### src/rtl/icache_geom_pkg.sv
`default_nettype none

package icache_geom_pkg;

    // fetch address
    parameter int ADDR_W = 32;

    // two instructions per fetch
    parameter int FETCH_W = 64;

    // one line = one memory beat
    parameter int LINE_W = 512;

    // 64-byte lines
    parameter int OFFSET_W = 6;

    typedef logic [ADDR_W-1:0]  addr_t;
    typedef logic [FETCH_W-1:0] fetch_t;
    typedef logic [LINE_W-1:0]  line_t;

endpackage

`default_nettype wire

### src/rtl/icache_state_pkg.sv
`default_nettype none

package icache_state_pkg;

    // controller states
    typedef enum logic [1:0] {
        IDLE   = 2'd0,  // waiting for a fetch
        LOOKUP = 2'd1,  // tag compare, hit response
        MISS   = 2'd2,  // line request outstanding
        REFILL = 2'd3   // response from line buffer
    } ctrl_state_t;

    // way number, 0 or 1
    typedef logic way_t;

endpackage

`default_nettype wire

### src/rtl/icache_ctrl.sv
`default_nettype none

module icache_ctrl
    import icache_geom_pkg::*;
    import icache_state_pkg::*;
#(
    parameter  int INDEX_WIDTH = 6,
    localparam int TAG_W       = ADDR_W - OFFSET_W - INDEX_WIDTH
) (
    input  wire logic                   clk,
    input  wire logic                   rstn,
    // fetch request
    input  wire logic                   i_req_valid,
    input  wire addr_t                  i_req_addr,
    output      logic                   o_req_ready,
    // fetch response
    input  wire logic                   i_rsp_ready,
    output      logic                   o_rsp_valid,
    // lookup result from the ways
    input  wire logic                   i_hit,
    input  wire way_t                   i_hit_way,
    // memory
    input  wire logic                   i_mem_ready,
    output      logic                   o_mem_valid,
    output      addr_t                  o_mem_addr,
    // to the ways
    output      logic [INDEX_WIDTH-1:0] o_rindex,
    output      logic [TAG_W-1:0]       o_tag,
    output      logic [2:0]             o_offset,
    output      logic                   o_from_line,
    output      logic                   o_refill_we,
    output      way_t                   o_refill_way
);

    localparam int SETS = 1 << INDEX_WIDTH;

    ctrl_state_t state;
    ctrl_state_t state_nxt;

    addr_t                  req_buf;
    logic [INDEX_WIDTH-1:0] buf_index;
    logic [SETS-1:0]        lru;  // per set, the way to replace next

    logic req_fire;
    logic hit_fire;

    assign buf_index = req_buf[OFFSET_W +: INDEX_WIDTH];

    assign req_fire = i_req_valid && o_req_ready;
    assign hit_fire = (state == LOOKUP) && i_hit && i_rsp_ready;

    always_ff @(posedge clk) begin
        if (!rstn) begin
            state <= IDLE;
        end else begin
            state <= state_nxt;
        end
    end

    always_comb begin
        state_nxt = state;
        case (state)
            IDLE:    if (i_req_valid) state_nxt = LOOKUP;
            LOOKUP: begin
                if (!i_hit) begin
                    state_nxt = MISS;
                end else if (i_rsp_ready) begin
                    state_nxt = IDLE;
                end
            end
            MISS:    if (i_mem_ready) state_nxt = REFILL;
            REFILL:  if (i_rsp_ready) state_nxt = IDLE;
            default: state_nxt = IDLE;
        endcase
    end

    // request buffer
    always_ff @(posedge clk) begin
        if (req_fire) begin
            req_buf <= i_req_addr;
        end
    end

    always_ff @(posedge clk) begin
        if (!rstn) begin
            lru <= '0;
        end else if (hit_fire) begin
            lru[buf_index] <= ~i_hit_way;
        end else if (o_refill_we) begin
            lru[buf_index] <= ~lru[buf_index];  // refilled way becomes MRU
        end
    end

    assign o_req_ready = (state == IDLE);
    assign o_rsp_valid = ((state == LOOKUP) && i_hit) || (state == REFILL);

    assign o_mem_valid = (state == MISS);
    assign o_mem_addr  = {req_buf[ADDR_W-1:OFFSET_W], {OFFSET_W{1'b0}}};

    // request index while accepting, buffered index afterwards
    assign o_rindex     = (state == IDLE) ? i_req_addr[OFFSET_W +: INDEX_WIDTH] : buf_index;
    assign o_tag        = req_buf[ADDR_W-1 -: TAG_W];
    assign o_offset     = req_buf[5:3];
    assign o_from_line  = (state == REFILL);
    assign o_refill_we  = (state == MISS) && i_mem_ready;
    assign o_refill_way = way_t'(lru[buf_index]);

endmodule

`default_nettype wire

### config.mk
export PLATFORM = sky130hd
export DESIGN_NAME = icache_ctrl
export DESIGN_NICKNAME = d
export VERILOG_FILES = /design/src/rtl/icache_geom_pkg.sv /design/src/rtl/icache_state_pkg.sv /design/src/rtl/icache_ctrl.sv
export SDC_FILE = /design/constraint.sdc
export NUM_CORES = 1
export LEC_CHECK = 0
export BUFFER_PORTS_ARGS = -buffer_cell sky130_fd_sc_hd__buf_2
export CAP_MARGIN = 20
export CELL_PAD_IN_SITES_DETAIL_PLACEMENT = 1
export CELL_PAD_IN_SITES_GLOBAL_PLACEMENT = 2
export CORE_MARGIN = 2
export CORE_UTILIZATION = 31
export DETAILED_ROUTE_END_ITERATION = 6
export PLACE_DENSITY = 0.76
export SLEW_MARGIN = 30
export SYNTH_ARGS = -nofsm -noshare
export SYNTH_HDL_FRONTEND = slang
export SYNTH_SLANG_ARGS = --single-unit
### constraint.sdc
create_clock -name clk -period 2.8 [get_ports clk]
set_input_delay 0.14 -clock clk [delete_from_list [all_inputs] [get_ports clk]]
set_output_delay 0.14 -clock clk [all_outputs]
set_load 0.01 [all_outputs]
Word-level counts from Yosys, hierarchy flattened
Index checks and enable logic that the tools add are counted.

operators by class
  equal/unequal tests = 5
  reductions and logical operators = 9
  bitwise operators = 2
  order comparisons = 2
  muxes and demuxes = 14

operators with widths
  operator              number
  $bwmux W64            2
  $mux W64              2
  $mux W2               4
  $pmux W2 S4           1
  $lt A6 B7 Y1 const B  1
  $bmux W1 S6           1
  $demux W1 S6          1
  $ge A6 B1 Y1 const B  1
  $mux W6               1
  $logic_and A1 B1 Y1   5
  $eq A2 B2 Y1 const B  2
  $ne A2 B2 Y1 const B  2
  $eq A2 B1 Y1 const B  1
  $logic_not A2 Y1      1
  $mux W1               2
  $not A1 Y1            2
  $reduce_and A2 Y1     1
  $reduce_bool A2 Y1    1
  $logic_or A1 B1 Y1    1

word-level totals
  input bits = 39
  logic and storage cells = 35
  bits in registers = 98
  output and inout port bits = 67

Depth between registers and ports, before layout
Gate-level depths: netlist (run 1).

  depth after elaboration = 7
  depth in mapped cells = 10
  mapped depth without buffers = 6

Worst setup path before layout (run 1)
OpenSTA, ideal clock, no wires.

  path type = register -> register
  start point = register state[0]
  end point = register req_buf[10] (enable)
  arrival time = 2.528 ns
  library setup time = 0.451 ns
  cell stages (with the launch flop) = 3
  path buffers = 1
  slack = -0.179 ns
  cell sequence = dfxtp_1 clkbuf_1 nor3_1

on the way
  word-level cells in the longest chain between the ends = 2

RTL lines
  what                    RTL line           RTL
  start, declared         icache_ctrl.sv:37  ctrl_state_t state;
  start signal, assigned  icache_ctrl.sv:56  state <= state_nxt;
  $logic_not A2 Y1        icache_ctrl.sv:94  assign o_req_ready = (state == IDLE);
  $logic_and A1 B1 Y1     icache_ctrl.sv:49  assign req_fire = i_req_valid && o_req_ready;
  via req_fire            icache_ctrl.sv:44  logic req_fire;
  end signal, assigned    icache_ctrl.sv:80  req_buf <= i_req_addr;
  end, declared           icache_ctrl.sv:40  addr_t req_buf;

The timed path passes the listed nets, and every way through them passes these cells.
A chain may end at the register's enable or synchronous reset.

Worst setup path after layout (run 1)
  start point = register req_buf[7]
  end point = register lru[6]

on the way
  word-level cells in the longest chain between the ends = 7
  elaborated cells on any way between the ends = 12
  those cells by class = order compare (2); mux (8); bitwise (1); reduce/logical (1)

RTL lines
  what                                                                       RTL line                              RTL
  $lt A6 B7 Y1 (not written as such) / $ge A6 B1 Y1 (equally long branches)  icache_ctrl.sv:88, icache_ctrl.sv:90
  $logic_and A1 B1 Y1 (not written as such)                                  icache_ctrl.sv:88, icache_ctrl.sv:90
  $mux W1 (not written as such)                                              icache_ctrl.sv:88, icache_ctrl.sv:90
  $demux W1 S6                                                               icache_ctrl.sv:88, icache_ctrl.sv:90
  $bwmux W64                                                                 icache_ctrl.sv:90                     lru[buf_index] <= ~lru[buf_index];
  $mux W64                                                                   icache_ctrl.sv:89                     end else if (o_refill_we) begin
  $mux W64 (*)                                                               icache_ctrl.sv:87                     end else if (hit_fire) begin
  end signal, assigned by index                                              icache_ctrl.sv:88                     lru[buf_index] <= ~i_hit_way;
  end signal, assigned by index                                              icache_ctrl.sv:90
  end, declared                                                              icache_ctrl.sv:42                     logic [SETS-1:0] lru;

Mark *: on every way between the ends. The rest lies on a longest branch, timed or not. The select of a mux whose other input is x is not followed.

==> impl_metrics.json, run 1 <==
{
  "port_buffers": 96,
  "die_y_um": 138.2,
  "cts_inserted_buffers": 9,
  "postSynth.asyncResetShare_pct": 0,
  "period_needed_ps": 2599,
  "peakVddDrop_mv": 0.2748,
  "fin_area_um2": 6759,
  "fill_cells": 2012,
  "worstSetupStartpointType": "flip-flop",
  "crit_arrival_ps": 2880,
  "synth_mux_area_share_pct": 3.563,
  "hold_class": "in -> reg",
  "clkLatencyLatePin_ps": 350,
  "cts_buffer_depth": 2,
  "cts.clk_slew.worst_paths_ps": 60,
  "cap_violations": 0,
  "vias": 4565,
  "status": "complete, no violations",
  "clock-root-buffer": "clkbuf_16",
  "ys_seq_area_share_pct": 39.26,
  "timing.fmax_mhz": 384.8,
  "h-tree-depth": 3,
  "final.setup.tns_ps": 0,
  "synth_seq_cells": 95,
  "worst_path_most_repeated_cell": "buf_12",
  "postLayoutCoreUtil_pct": 37.88,
  "synth_area_per_cell_um2": 9.812,
  "synth_compound_area_share_pct": 28.82,
  "critPathKind": "reg -> reg",
  "antenna_found_initial": 0,
  "core-area_um2": 17840,
  "power_density_nw_per_um2": 487.6,
  "slew_viol_final": 0,
  "fin_crit_sh_pct": 92.82,
  "fin_skew_ps": 8.162,
  "r2r_cells": 9,
  "syn_inst": 569,
  "drt_iter0_markers": 201,
  "ios": 106,
  "synth_top_family_by_area": "compound AO/OA/AOI/OAI gates",
  "regArea_um2": 2192,
  "critPathMaxFanout": 31,
  "synth-edff-count": 29,
  "synthAdderAreaFrac_pct": 0,
  "yosysWarnings": 0,
  "yosys.cell_types.count": 52,
  "finalWorstSetupSlack_ps": 200.9,
  "hold_viol_final": 0,
  "grt_usage_pct": 17.55,
  "setup-violations-final": 0,
  "die_w_um": 138.2,
  "drive_above_1_share_pct": 33.23,
  "totalPowerFinal_mw": 3.296,
  "grt_first_pass_wirelength_um": 26970,
  "synthTopCellsByCount": "72 x nor2_1, 68 x o21ai_0, 66 x dfxtp_1, 66 x nor3_1, 60 x a21oi_4",
  "drt_pass1_iterations": 4,
  "crit_path_end_kind": "flip-flop",
  "min_path_cells": 1,
  "slowest_delay_ps": 500,
  "max_slew.worst_pin.slew_ps": 789.2,
  "cts.repair.resized": 0,
  "cp.required_ps": 3080,
  "dpl-instance-area_um2": 6193,
  "place_hpwl_um": 10570,
  "rows": 49,
  "synth_area_um2": 5583,
  "yosys.area_share.simple_pct": 18.40,
  "cts_sinks": 95,
  "grt_pass1_vias": 4865,
  "drt-wirelength-per-cell_um": 18.27,
  "synth_most_common_cell": "nor2_1",
  "synth.area.top_cells": "dfxtp_1 24%, a21oi_4 17%, edfxtp_1 16%",
  "totalWireLength_um": 16330,
  "grt.overflow.total": 0,
  "drc": 0,
  "area_delta_synth_final_pct": 21.07,
  "multi_input_area_um2": 2879,
  "grt_max_degree": 65,
  "cts_tree": "yes",
  "place.gp.congestion": 0.7823,
  "rsz0062_at_grt": "false",
  "synth_top_area_share_pct": 23.67,
  "num-nets-final": 699,
  "ys.flop_type": "dfxtp_1",
  "via_per_inst": 5.106,
  "cp_cell_sequence": "buf_12, buf_4, or2_2, o22a_1, a31oi_1, nor4b_1, or3b_4, buf_12, a21oi_4",
  "synth_top_cell_by_area": "dfxtp_1",
  "die_area_um2": 19100,
  "synthXorXnorAreaFrac_pct": 0,
  "route.antenna.remaining_nets": 0,
  "n_antenna_cell": 0,
  "pre_cts_ws_ps": 213.2,
  "initial_core_util_pct": 31.29,
  "crit_slowest_cell": "or3b_4",
  "slew-limit-headroom_pct": 47.26,
  "p_leak_nw": 2.339
}
power by group:
part	leakage [nW]	internal (mW)	switching, mW
combinational	1.39	0.208	0.342
clock	0.142	0.693	0.555
sequential	0.808	1.46	0.0318
path summary, 6_finish.rpt:
| check | end | from | slack [ps] |
|---|---|---|---|
| worst max-delay path | lru[6]$_SDFFE_PN0P_ | req_buf[7]$_DFFE_PP_ | 200 |
| worst min register to register | lru[62]$_SDFFE_PN0P_ | lru[62]$_SDFFE_PN0P_ | 560 |
| worst min-delay path | req_buf[20]$_DFFE_PP_ | i_req_addr[20] | 20 |
| worst max register to register | lru[6]$_SDFFE_PN0P_ | req_buf[7]$_DFFE_PP_ | 200 |
placed cells by master (no fill, tap or decap), types with 9 or more instances in the layout:
cell and instances:
clkbuf_16 9, dlygate4sd3_1 27, o21ai_0 68, nor2b_1 9, dfxtp_1 66, nor3_1 65
buf_2 96, mux2i_1 9, nand3_1 9, nand2_1 16, buf_4 24, nand3b_1 10
a21oi_4 60, nor2_1 71, edfxtp_1 29
flip-flops by register name (all words and copies together), names as in the netlist:
register / cells
lru: 64
req_buf: 29
state: 2
per-layer routing:
metal / vias up / share of wire (%) / global-route usage [%]
met3: 16 / 4.7 / 3.325
met2: 143 / 47 / 29.39
met5: - / 0 / 0
li1: 2179 / - / -
met1: 2227 / 46 / 22.69
met4: 0 / 1.9 / 6.176
metrics by stage:
stage,std cells,hold slack (ps)
4_1_cts,894,11.30
6_report,894,16.98
3_5_place_dp,851,318.8
3_3_place_gp,851,318.0
2_1_floorplan,574,238.9
5_1_grt,894,11.95
cell families after synthesis:
kind of cell    Yosys count
other cells               1
simple gates            205
flops                    95
buf+inv                  84
mux                      17
compound gates          167
area by class of cell:
class | instances | area share (%)
Tap cell | 229 | 4.239
Multi-Input combinational cell | 395 | 42.60
Timing Repair Buffer | 155 | 16.14
Inverter | 4 | 0.2221
Sequential cell | 95 | 32.43
Clock inverter | 7 | 1.037
Clock buffer | 9 | 3.332
critical path, delay by kind of cell, from the launching register on:
| family | cells | cell delay, ps |
|---|---|---|
| and+or+nand+nor | 3 | 1030 |
| buffers and inverters | 3 | 610 |
| DFF | 1 | 450 |
| AOI/OAI and AO/OA | 3 | 380 |
repair_timing:
item	CTS	global route
buffers inserted	0	0
hold endpoints to repair	27	0
hold buffers	27	0
Note: power is estimated with default switching activity, not from simulation.
==> run 2: changes to the inputs <==
==> constraint.sdc (replaced) <==
create_clock -name clk -period 2.8 [get_ports clk]
set_input_delay 0.28 -clock clk [delete_from_list [all_inputs] [get_ports clk]]
set_output_delay 0.28 -clock clk [all_outputs]
set_load 0.01 [all_outputs]
==> run 2 against run 1 <==
  * Sequential power hardly changed
  * Flip-flop and latch count stayed put
  * Count of clock-buffer cells in the layout is the same
  * Non-clock buffer count is 22 lower
  * First-iteration DRC count grew 18%
  * Setup slack got worse by 140 ps
  * Register-to-register slack got worse by 140 ps
  * Largest power group unchanged
  * Highest routed layer unchanged
==> impl_metrics.json, run 2 (synthesis results as in run 1) <==
{
  "status": "complete, no violations",
  "largest_register": "lru",
  "p_int_mw": 2.362,
  "cts_buffer_depth": 2,
  "critPathKind": "reg -> reg",
  "clkLatencyLatePin_ps": 350,
  "drt-wirelength-per-cell_um": 18.55,
  "totalPowerFinal_mw": 3.315,
  "period_needed_ps": 2744,
  "p_leak_nw": 2.280,
  "rows": 49,
  "antenna_found_initial": 0,
  "rrSetupSlack_ps": 60,
  "swShare_pct": 28.74,
  "slew-limit-headroom_pct": 48.88,
  "drive_above_1_share_pct": 35.30,
  "vias": 4488,
  "hold_viol_final": 0,
  "power_density_nw_per_um2": 504.1,
  "drt_pass1_iterations": 5,
  "dp_cells": 852,
  "fill_cells": 2060,
  "fin_crit_sh_pct": 97.98,
  "cts.clk_slew.worst_paths_ps": 70,
  "setup-violations-final": 0,
  "fin_area_um2": 6576,
  "slew_viol_final": 0,
  "clock-root-buffer": "clkbuf_16",
  "dpl-instance-area_um2": 6201,
  "p_sw_uw": 952.6,
  "cpLargestDelayFamily": "simple AND/OR/NAND/NOR gates",
  "core-area_um2": 17840,
  "cap_violations": 0,
  "h-tree-depth": 3,
  "min_from": "i_req_addr[30]",
  "pre_cts_ws_ps": 124.9,
  "place_hpwl_um": 10710,
  "clkPwrFrac_pct": 39.0,
  "ctsHoldBuffers": 0,
  "n_antenna_cell": 0,
  "die_y_um": 138.2,
  "cp_cell_sequence": "buf_4, buf_12, or3b_2, a21o_1, a41oi_1, nor4b_2, or3b_4, buf_12, a21oi_4",
  "finalWorstSetupSlack_ps": 56.47,
  "worstSetupStartpointType": "flip-flop",
  "max_slew.worst_pin.slew_ps": 764.9,
  "cts_sinks": 95,
  "grt.overflow.total": 0,
  "postLayoutCoreUtil_pct": 36.86,
  "critPathMaxFanout": 39,
  "reg_top3": "lru x64, req_buf x29, state x2",
  "peakVddDrop_mv": 0.3187,
  "timing.fmax_mhz": 364.5,
  "r2r_cells": 9,
  "die_w_um": 138.2,
  "crit_path_end_kind": "flip-flop",
  "crit_slowest_cell": "or3b_2",
  "final.setup.tns_ps": 0,
  "cp.required_ps": 3020,
  "final_cell_mix": "96 x buf_2, 71 x nor2_1, 68 x o21ai_0",
  "drt_iter0_markers": 238,
  "initial_core_util_pct": 31.29,
  "ios": 106,
  "drc": 0,
  "min_path_cells": 1,
  "fin_skew_ps": 8.283,
  "combPwrFrac_pct": 16.1,
  "area_delta_synth_final_pct": 17.79,
  "grt_max_degree": 65,
  "hold_class": "in -> reg",
  "largest_reg_flops": 64,
  "port_buffers": 96,
  "totalWireLength_um": 16170,
  "worst_path_most_repeated_cell": "buf_12",
  "slowest_delay_ps": 430,
  "r2r_start": "req_buf[7]$_DFFE_PP_",
  "place.gp.congestion": 0.7996,
  "grt_usage_pct": 16.94,
  "worstReg2RegEnd": "lru[44]$_SDFFE_PN0P_",
  "crit_arrival_ps": 2970,
  "grt_pass1_vias": 4786,
  "via_per_inst": 5.147,
  "route.antenna.remaining_nets": 0,
  "cts_inserted_buffers": 9,
  "die_area_um2": 19100,
  "crit_buf_inv": 3,
  "grt_first_pass_wirelength_um": 26110,
  "layout_commonest_cell": "buf_2",
  "pwr-share-seq_pct": 45.0,
  "cts_tree": "yes",
  "timing.hold.ws_ps": 99.64,
  "num-nets-final": 677,
  "finalNonFillerCells": 872,
  "min_to": "req_buf[30]$_DFFE_PP_"
}
## run 2: cell count changes in the layout (fill, tap and decap cells not counted), sizes merged
cell | before | now
dlygate4sd3 | 27 | 0
buf | 128 | 131
clkbuf | 9 | 11
clkinvlp | 2 | 0
clkinv | 2 | 3
inv | 6 | 7
## run 2: how the worst max path moves through the flow
| stage | from | to | slack (ps) | depth (start not counted) |
|---|---|---|---|---|
| finish | req_buf[7]$_DFFE_PP_ | lru[44]$_SDFFE_PN0P_ | 60 | 9 |
| CTS | req_buf[7]$_DFFE_PP_ | lru[44]$_SDFFE_PN0P_ | 60 | 9 |
| floorplan | req_buf[7]$_DFFE_PP_ | lru[0]$_SDFFE_PN0P_ | 480 | 9 |
| detailed placement | req_buf[8]$_DFFE_PP_ | lru[44]$_SDFFE_PN0P_ | 120 | 8 |
| global placement | req_buf[8]$_DFFE_PP_ | lru[5]$_SDFFE_PN0P_ | 160 | 8 |
| global route | req_buf[7]$_DFFE_PP_ | o_refill_way | -20 | 9 |
## run 2: area by class of cell
type | instances | area [um^2] | share of cell area (%)
timing repair buffer | 133 | 893.4 | 13.58
clock buffer | 9 | 225.2 | 3.425
tap | 229 | 286.5 | 4.357
sequential | 95 | 2192 | 33.33
clock inverter | 7 | 78.83 | 1.199
multi-input combinational | 395 | 2885 | 43.87
inverter | 4 | 15.01 | 0.2283
## run 2: what timing repair did
item / CTS / global route
buffers inserted: 0 / 2
gates resized for setup: 0 / 1
endpoints found under the setup margin: 0 / 41
## run 2: per-layer routing
metal / track usage (%) / up-vias / wire (um)
li1: - / 2128 / -
met1: 21.37 / 2219 / 7433
met2: 29.55 / 121 / 7768
met3: 2.979 / 20 / 687
met4: 5.263 / 0 / 283
met5: 0 / - / 0
## run 2: worst reg2reg max path, stage by stage, from the launching register on
cell	delay [ps]
edfxtp_1	400
buf_4	170
buf_12	140
or3b_2	440
a21o_1	180
a41oi_1	380
nor4b_2	90
or3b_4	290
buf_12	390
a21oi_4	130
## run 2: power groups by stage
stage          combinational (mW)  sequential, mW  clock [mW]
6_report                    0.532            1.49        1.29
5_1_grt                     0.572            1.50        1.38
4_1_cts                     0.520            1.49        1.33
3_5_place_dp                0.518            1.52           0
3_3_place_gp                0.508            1.52           0
2_1_floorplan               0.364            1.53           0
==> run 3: changes to the inputs <==
Settings changed: RECOVER_POWER from default to 50.
==> run 3 against run 2 <==
  * Sequential share of layout area grew 0.33 points
  * Global-route usage is the same
  * Count of clock-buffer cells in the layout is the same
  * Critical endpoint unchanged
  * Largest power group unchanged
==> impl_metrics.json, run 3 (synthesis results as in run 1) <==
{
  "met3WireLength_um": 815,
  "initial_core_util_pct": 31.29,
  "cts_buffer_depth": 2,
  "vias": 4503,
  "finalNonFillerCells": 872,
  "setup-violations-final": 0,
  "r2r_start": "req_buf[7]$_DFFE_PP_",
  "core-area_um2": 17840,
  "highest-signal-layer": "met4",
  "final.setup.tns_ps": 0,
  "ios": 106,
  "clock-root-buffer": "clkbuf_16",
  "place_hpwl_um": 10710,
  "critPathKind": "reg -> reg",
  "peakVddDrop_mv": 0.3196,
  "timing.fmax_mhz": 365.0,
  "slew_viol_final": 0,
  "period_needed_ps": 2740,
  "cpLargestDelayFamily": "simple AND/OR/NAND/NOR gates",
  "fin_crit_sh_pct": 97.84,
  "h-tree-depth": 3,
  "clkLatencyLatePin_ps": 350,
  "wl_met2_um": 7768,
  "crit_arrival_ps": 2960,
  "die_w_um": 138.2,
  "dpl-instance-area_um2": 6201,
  "area_delta_synth_final_pct": 16.65,
  "drt-wirelength-per-cell_um": 18.63,
  "cts_tree": "yes",
  "cap_violations": 0,
  "fin_area_um2": 6513,
  "status": "complete, no violations",
  "worstSetupStartpointType": "flip-flop",
  "worst_path_most_repeated_cell": "buf_12",
  "min_path_cells": 1,
  "power_density_nw_per_um2": 507.2,
  "die_y_um": 138.2,
  "num-nets-final": 677,
  "slew-limit-headroom_pct": 48.79,
  "fin_skew_ps": 8.048,
  "drt_pass1_iterations": 4,
  "n_antenna_cell": 0,
  "min_to": "req_buf[30]$_DFFE_PP_",
  "max_slew.worst_pin.slew_ps": 766.2,
  "crit_slowest_cell": "or3b_2",
  "met1_length_um": 7375,
  "hold_class": "in -> reg",
  "dp_cells": 852,
  "reg_top3": "lru x64, req_buf x29, state x2",
  "totalWireLength_um": 16250,
  "die_area_um2": 19100,
  "crit_path_end_kind": "flip-flop",
  "totalPowerFinal_mw": 3.303,
  "slowest_delay_ps": 430,
  "ctsHoldBuffers": 0,
  "p_leak_nw": 2.140,
  "crit_buf_inv": 3,
  "via_per_inst": 5.164,
  "largest_reg_flops": 64,
  "antenna_found_initial": 0,
  "cts_inserted_buffers": 9,
  "layout_commonest_cell": "nor2_1",
  "grt.overflow.total": 0,
  "grt_max_degree": 65,
  "grt_usage_pct": 16.94,
  "drt_iter0_markers": 235,
  "grt_pass1_vias": 4786,
  "port_buffers": 96,
  "rows": 49,
  "drc": 0,
  "cts_sinks": 95,
  "final_cell_mix": "71 x nor2_1, 68 x o21ai_0, 66 x dfxtp_1",
  "cp_cell_sequence": "buf_4, buf_12, or3b_2, a21o_1, a41oi_1, nor4b_2, or3b_4, buf_12, a21oi_4",
  "timing.hold.ws_ps": 99.30,
  "drive_above_1_share_pct": 27.37,
  "worstReg2RegEnd": "lru[44]$_SDFFE_PN0P_",
  "route.antenna.remaining_nets": 0,
  "cp.required_ps": 3020,
  "critPathMaxFanout": 39,
  "hold_viol_final": 0,
  "rrSetupSlack_ps": 60,
  "grt_first_pass_wirelength_um": 26110,
  "min_from": "i_req_addr[30]",
  "largest_register": "lru",
  "place.gp.congestion": 0.7996,
  "cts.clk_slew.worst_paths_ps": 70,
  "r2r_cells": 9
}
## run 3: worst max path at each step
| stage | start | end | slack (ps) | cells past startpoint |
|---|---|---|---|---|
| floorplan | req_buf[7]$_DFFE_PP_ | lru[0]$_SDFFE_PN0P_ | 480 | 9 |
| global placement | req_buf[8]$_DFFE_PP_ | lru[5]$_SDFFE_PN0P_ | 160 | 8 |
| detailed placement | req_buf[8]$_DFFE_PP_ | lru[44]$_SDFFE_PN0P_ | 120 | 8 |
| CTS | req_buf[7]$_DFFE_PP_ | lru[44]$_SDFFE_PN0P_ | 60 | 9 |
| global route | req_buf[7]$_DFFE_PP_ | o_refill_way | -20 | 9 |
| finish | req_buf[7]$_DFFE_PP_ | lru[44]$_SDFFE_PN0P_ | 60 | 9 |
## run 3: repair_timing
action	in CTS	in global routing
buffers inserted	0	2
resized for setup	0	1
endpoints found under the hold margin	0	0
setup endpoints to repair	0	41
## run 3: layout make-up
| type | count | area (um^2) |
|---|---|---|
| inverters | 4 | 15.01 |
| repair buffers | 133 | 829.5 |
| multi-input cells | 395 | 2885 |
| flip-flops and latches | 95 | 2192 |
| clock buffers | 9 | 225.2 |
| clock inverters | 7 | 78.83 |
| fillers | 2066 | 11330 |
| well taps | 229 | 286.5 |
## run 3: routing by layer
metal  global-route usage, %  up-vias
li1                        -     2131
met1                   21.37     2223
met2                   29.55      130
met3                   2.979       19
met4                   5.263        0
met5                       0        -
## run 3: worst register-to-register path, stage by stage (launching register included)
cell and delay (ps):
edfxtp_1 400, buf_4 170, buf_12 140, or3b_2 440
a21o_1 180, a41oi_1 380, nor4b_2 90, or3b_4 290
buf_12 390, a21oi_4 130
## run 3: where the power goes
group          total [mW]  leakage, nW  switching (mW)  internal (mW)
logic               0.520         1.18           0.340          0.180
registers            1.49        0.808          0.0286           1.46
clock network        1.29        0.151           0.586          0.705
total                3.30         2.14           0.954           2.35
## run 3: stage by stage
stage / worst slack (ps) / util, %
global placement: 163.8 / 34.76
finish: 60.35 / 36.50
CTS: 56.90 / 36.46
global route: -21.26 / 36.50
detailed placement: 124.9 / 34.76
floorplan: 484.4 / -
